$ cat src/core_pkg.sv
package core_pkg;

    // array geometry
    localparam int num_cores = 4;
    localparam int core_bits = 2;

    // log2 of words per core memory
    localparam int insn_depth = 6; // 64 instruction words
    localparam int data_depth = 7; // 128 data words

    // The loader always fills the whole instruction memory first,
    // so data_depth must not be smaller than insn_depth.

    // memory word types
    typedef logic [31:0] insn_word_t;
    typedef logic [31:0] data_word_t;

endpackage

$ cat src/bus_pkg.sv
package bus_pkg;

    // one bus line holds sixteen 32-bit words
    localparam int line_bits = 512;
    localparam int words_per_line = 16;

    // byte offset within a line
    localparam int line_offset_bits = 6;

    // byte address width of the bus
    localparam int addr_bits = 64;

endpackage

$ cat src/data_loader.sv
`timescale 1ns/10ps

module data_loader (
    input  logic                                 clk,
    input  logic                                 reset,

    input  logic                                 kick,
    input  logic [bus_pkg::addr_bits-1:0]        base_addr,
    input  logic [core_pkg::core_bits-1:0]       target_core,
    output logic                                 busy,

    input  logic                                 m0_waitrequest,
    input  logic [bus_pkg::line_bits-1:0]        m0_readdata,
    input  logic                                 m0_readdatavalid,
    output logic [bus_pkg::addr_bits-1:0]        m0_address,
    output logic                                 m0_read,
    output logic [bus_pkg::line_bits/8-1:0]      m0_byteenable,

    output logic                                 insn_we,
    output logic                                 data_we,
    output logic [core_pkg::core_bits-1:0]       wr_core,
    output logic [core_pkg::data_depth-1:0]      wr_addr,
    output logic [31:0]                          wr_word
);

    typedef enum logic [2:0] {
        st_idle,
        st_req,
        st_wait,
        st_insn,
        st_data
    } state_t;

    state_t state;

    logic [bus_pkg::addr_bits-1:0]                          base_q;
    logic [core_pkg::core_bits-1:0]                         core_q;
    logic [bus_pkg::addr_bits-bus_pkg::line_offset_bits-1:0] line_cnt;
    logic [core_pkg::insn_depth-1:0]                        insn_cnt;
    logic [core_pkg::data_depth-1:0]                        data_cnt;
    logic                                                   insn_done;
    logic [bus_pkg::line_bits-1:0]                          line_q;

    logic insn_last_slot;
    logic data_last_slot;

    // low counter bits index the word slot in the current line
    assign insn_last_slot = (insn_cnt[$clog2(bus_pkg::words_per_line)-1:0] == '1);
    assign data_last_slot = (data_cnt[$clog2(bus_pkg::words_per_line)-1:0] == '1);

    always_ff @(posedge clk) begin
        if (reset) begin
            state     <= st_idle;
            line_cnt  <= '0;
            insn_cnt  <= '0;
            data_cnt  <= '0;
            insn_done <= 1'b0;
        end else begin
            case (state)
                st_idle: begin
                    if (kick) begin
                        state     <= st_req;
                        line_cnt  <= '0;
                        insn_cnt  <= '0;
                        data_cnt  <= '0;
                        insn_done <= 1'b0;
                    end
                end

                st_req: begin
                    if (!m0_waitrequest) begin // request accepted
                        state <= st_wait;
                    end
                end

                st_wait: begin
                    if (m0_readdatavalid) begin
                        state <= insn_done ? st_data : st_insn;
                    end
                end

                st_insn: begin
                    insn_cnt <= insn_cnt + 1'b1;
                    if (insn_last_slot) begin
                        line_cnt <= line_cnt + 1'b1;
                        state    <= st_req;
                        if (insn_cnt == '1) begin
                            insn_done <= 1'b1; // data lines follow
                        end
                    end
                end

                st_data: begin
                    data_cnt <= data_cnt + 1'b1;
                    if (data_last_slot) begin
                        line_cnt <= line_cnt + 1'b1;
                        state    <= (data_cnt == '1) ? st_idle : st_req;
                    end
                end

                default: begin
                    state <= st_idle;
                end
            endcase
        end
    end

    always_ff @(posedge clk) begin
        if (state == st_idle && kick) begin
            base_q <= base_addr;
            core_q <= target_core;
        end
        if (state == st_wait && m0_readdatavalid) begin
            line_q <= m0_readdata;
        end else if (state == st_insn || state == st_data) begin
            line_q <= {line_q[bus_pkg::line_bits-33:0], 32'h0}; // next slot to the top
        end
    end

    assign busy = (state != st_idle) || kick;

    // address held steady while waitrequest stalls
    assign m0_address    = base_q + {line_cnt, {bus_pkg::line_offset_bits{1'b0}}};
    assign m0_read       = (state == st_req);
    assign m0_byteenable = {(bus_pkg::line_bits/8){m0_read}};

    assign insn_we = (state == st_insn);
    assign data_we = (state == st_data);
    assign wr_core = core_q;
    assign wr_addr = insn_we
                   ? {{(core_pkg::data_depth-core_pkg::insn_depth){1'b0}}, insn_cnt}
                   : data_cnt;
    assign wr_word = line_q[bus_pkg::line_bits-1 -: 32]; // slot 0 is the top word

endmodule

$ cat config.mk
export PLATFORM = sky130hd
export DESIGN_NAME = data_loader
export DESIGN_NICKNAME = d
export VERILOG_FILES = /design/src/core_pkg.sv /design/src/bus_pkg.sv /design/src/data_loader.sv
export SDC_FILE = /design/constraint.sdc
export NUM_CORES = 1
export LEC_CHECK = 0
export ABC_AREA = 1
export BUFFER_PORTS_ARGS = -buffer_cell sky130_fd_sc_hd__buf_2
export CAP_MARGIN = 20
export CORE_AREA = 2 2 297 299
export DETAILED_ROUTE_END_ITERATION = 10
export DIE_AREA = 0 0 299 301
export PLACE_DENSITY_LB_ADDON = 0.15
export SLEW_MARGIN = 20
export SYNTH_ARGS = -nofsm -noshare
export SYNTH_HDL_FRONTEND = slang
export SYNTH_SLANG_ARGS = --single-unit
$ cat constraint.sdc
create_clock -name clk -period 30.4 [get_ports clk]
set_input_delay 1.52 -clock clk [delete_from_list [all_inputs] [get_ports clk]]
set_output_delay 1.52 -clock clk [all_outputs]
set_load 0.01 [all_outputs]
## Yosys cells after proc, flatten, opt, wreduce, memory -nomap -nowiden

Cells that the tools add are included.

- Flip-flop bits (word level): 653
- Bits of input ports: 583
- Output and inout bits: 173
- Logic and storage cells: 64

- Add/subtract/negate cells: 4
- Equal/unequal tests: 14
- Mux-type cells: 23
- Reductions and logical operators: 15

Operators with widths:

| operator | number |
|---|---|
| $mux W512 | 2 |
| $mux W58 | 3 |
| $pmux W58 S3 | 1 |
| $add A64 B64 Y64 | 1 |
| $add A58 B1 Y58 const B | 1 |
| $mux W3 | 6 |
| $pmux W3 S5 | 1 |
| $mux W7 | 2 |
| $pmux W7 S2 | 1 |
| $pmux W6 S2 | 1 |
| $eq A4 B4 Y1 const B | 2 |
| $reduce_and A4 Y1 | 2 |
| $add A7 B1 Y7 const B | 1 |
| $eq A7 B7 Y1 const B | 1 |
| $add A6 B1 Y6 const B | 1 |
| $eq A3 B2 Y1 const B | 2 |
| $eq A6 B6 Y1 const B | 1 |
| $mux W6 | 1 |
| $ne A2 B1 Y1 const B | 3 |
| $ne A2 B2 Y1 const B | 3 |
| $reduce_bool A2 Y1 | 3 |
| $reduce_bool A3 Y1 | 2 |
| $reduce_and A5 Y1 | 1 |
| $mux W1 | 4 |
| other kinds (7) | 10 |

## Logic depth before layout (Yosys ltp)

- Word-level depth: 4
- Mapped depth: 14
- Mapped depth without buffers: 14

## Least setup slack after synthesis

OpenSTA, ideal clock, no wires.

- Kind: input to register
- Start point: input m0_readdatavalid
- End point: register line_q[0] (netlist bit), enable pin
- Setup time: 3694 ps
- Arrival: 10630 ps
- Slack: 16076 ps
- Stages on the path: 6
- Path buffers: 4
- Cell sequence: nand3_1 buf_2 buf_2 buf_2 buf_2 nand2_1

- Longest elaborated chain between the ends: 2

RTL lines:

| item | line | text |
|---|---|---|
| start: declaration | data_loader.sv:14 | `input logic m0_readdatavalid,` |
| $logic_and A1 B1 Y1 | data_loader.sv:113 | `if (state == st_wait && m0_readdatavalid) begin` |
| $reduce_bool A2 Y1 (no line) | - |  |
| end signal: assignment | data_loader.sv:114 | `line_q <= m0_readdata;` |
| end signal: assignment | data_loader.sv:116 | `line_q <= {line_q[bus_pkg::line_bits-33:0], 32'h0};` |
| end: declaration | data_loader.sv:42 | `logic [bus_pkg::line_bits-1:0] line_q;` |

No other way between the ends.
A chain may end at the register's enable or synchronous reset.

## Worst setup path after layout

- Start point: input m0_readdatavalid
- End point: register line_q[413] (netlist bit), enable pin

Same word-level chain as after synthesis.

==> run metrics <==
power per cell area about 79 nW/um^2; Final Hold Violating Endpoints 0; first-pass GRT wire length approximately 140 mm; count of boundary I/O pins around 760; cell type with the largest total area after synthesis edfxtp_1; Yosys top cell area share 51.59%; TritonRoute pass-1 iters 5; Yosys cell types 44; largest net degree at the start of global routing ~190; Ys Warns 0; crit-path max cell delay between 0.9 and 1 ns; # setup viols final 0; post-synth design cell area 33,640 sq um; worst min path class reg2reg; Startpoint Class input port; Global Route Usage Sum roughly a fifth; Iteration-0 DRC Markers about 1,900; dpl cell area between 30,000 and 40,000 sq um; worst clock skew approximately 0.034 ns; relative slew slack around 22%; Crit Path Max Fanout about 180; fill cell count 8,290; register area roughly 19,000 sq um; routed vias/inst between 4 and 5; critical path class in2reg; CTS tree yes; Initial Utilization 38.90%; post-cts hold buffer count 0; WL/cell 19.90 microns; fin crit period ~5.5 ns; Buf+Inv Stages, Crit Path 4; status completed; slew of the pin with the lowest slew margin 1.164 ns; syn_area_per_cell ~11 sq um; DP Cell Count 4,865; final count of pins violating max slew 0; CTS max path bufs 3; CP max-delay cell nand2_4; leak pwr between 0.015 and 0.02 uW; width of the die 299 microns; worst vdd ir between 0.00006 and 0.00007 V; footprint of the multi-input gates approximately 12,000 sq um; most frequent CP cell buf_4; WL final about 100 mm; Die ar. approximately 90,000 sq um; met2 Use GR around 36%; Synth Instances around 3,100; GR Util met1 roughly 28%; Port Buffer Count 755; routing usage on met3 under 10%; share of layout cells above drive strength 1 36.12%; cts repair resizes 0; pre-CTS WS 24.14 ns; Routed Antenna Nets 0; Post-synth EDFFs 578; Core Area around 86,000 sq um; CP Capture Type flop; Commonest cells post-synth 692 x nand2_1, 578 x edfxtp_1, 480 x mux2_2; DRC viols 0; clk slew on worst S/H paths about 0.06 ns; number of global-route vias before repair about 23,000; Max Fclk roughly 0.18 GHz; Post-synth ARST share 0%; clk root buf clkbuf_16; layout net count between 4,000 and 5,000; most common cell in the synthesized netlist nand2_1; syn_nets about 3,800; critical path, cell by cell buf_2, nand3_4, nand2_4, buf_12, buf_4, buf_4; Synth Flop Type edfxtp_1; Placer Congestion 0.9011; Sink Count approximately 650; Seq cells post-synth 653; post-route cell area 40,310 sq um; cell family with most CP delay buffers and inverters; RSZ-0062 raised after global routing false; post-route setup slack between 20 and 25 ns; worst skew pair latency between 0.6 and 0.7 ns; Final Non-Filler Cells around 5,000; final period utilization 18.03%; Max H-tree Level 3; grt total ovfl 0; top cells by area, synth edfxtp_1 52%, mux2_2 16%, nand2_1 7.7%; cts bufs inserted a little under 80; row cnt ~110; post-synthesis sequential area ratio a little under three fifths; MaxCap Viol Count 0; initial antenna violation count 77; setup bufs post-CTS 0; setup TNS 0 ns; detailed-route via count 24,130; HPWL Detailed 76.91 mm; P&R area growth vs syn 19.80%; gr busiest metal met2; Die Ht 301 microns; WP data arrival approximately 5.7 ns; WP data required approximately 30 ns
final timing paths:
check,startpoint,endpoint,slack (ns),depth (start not counted)
min,data_cnt[5]$_SDFFE_PP0P_,data_cnt[5]$_SDFFE_PP0P_,0.47,1
min reg2reg,data_cnt[5]$_SDFFE_PP0P_,data_cnt[5]$_SDFFE_PP0P_,0.47,1
max reg2reg,state[1]$_SDFFE_PP0P_,line_q[413]$_DFFE_PP_,25.20,7
max,m0_readdatavalid,line_q[413]$_DFFE_PP_,24.92,6
report_power, final:
group / leakage, uW / switching, uW / total [uW] / internal, uW
logic: 0.0100 / 521 / 881 / 359
registers: 0.00595 / 78.4 / 1430 / 1350
clock network: 0.00116 / 387 / 879 / 492
total: 0.0171 / 986 / 3190 / 2200
worst register-to-register path: cells and delay by family, from the launching register on:
kind                   cells  cell delay (ns)
buffers and inverters      4             2.67
AND/OR/NAND/NOR            3             1.66
flip-flops                 1             0.42
sequential cells by signal (all words and copies together), names as in the netlist:
name	flops
wr_core	2
line_cnt	58
insn_done	1
base_q	64
insn_cnt	6
line_q	512
data_cnt	7
state	3
cell type report:
class | instances | area share [%]
sequential | 653 | 46.79
multi-input combinational | 1894 | 30.23
timing repair buffer | 768 | 9.710
clock buffer | 103 | 5.228
inverter | 395 | 3.679
tap | 1155 | 3.585
clock inverter | 35 | 0.6922
antenna | 14 | 0.08692
cell usage in the layout (no fill, tap or decap), types with 47 or more instances in the layout:
master,netlist,layout
a21oi_1,88,88
buf_2,59,755
clkbuf_16,0,79
dfxtp_1,75,75
edfxtp_1,578,578
ha_1,60,60
inv_1,385,385
mux2_2,480,480
nand2_1,692,691
nand3_1,94,93
nand4_1,47,47
nor2_1,267,267
per-layer routing:
| metal | share of wire, % | up-vias |
|---|---|---|
| met5 | 0.25 | - |
| met4 | 2.6 | 44 |
| met3 | 7.4 | 228 |
| met2 | 48 | 855 |
| met1 | 42 | 11170 |
| li1 | - | 11830 |
kinds of logic (layout without fill, tap and decap cells):
group           Yosys count  in the layout  synth area share [%]
xor+xnor                 35             35                0.9111
compound gates          141            141                 2.242
flops                   653            653                 56.05
fa+ha+maj                61             61                 2.291
mux                     480            480                 16.07
buf+inv                 568           1301                 7.806
other cells               0             14                     0
simple gates           1177           1177                 14.63
stage by stage:
stage	power [uW]	hold WS [ns]	util, %
global placement	2327	0.4525	43.81
CTS	3234	0.4712	46.57
global route	3357	0.4950	46.60
floorplan	2214	0.4363	-
finish	3190	0.4726	46.61
detailed placement	2336	0.4568	43.81
(Power assumes the default switching activity.)
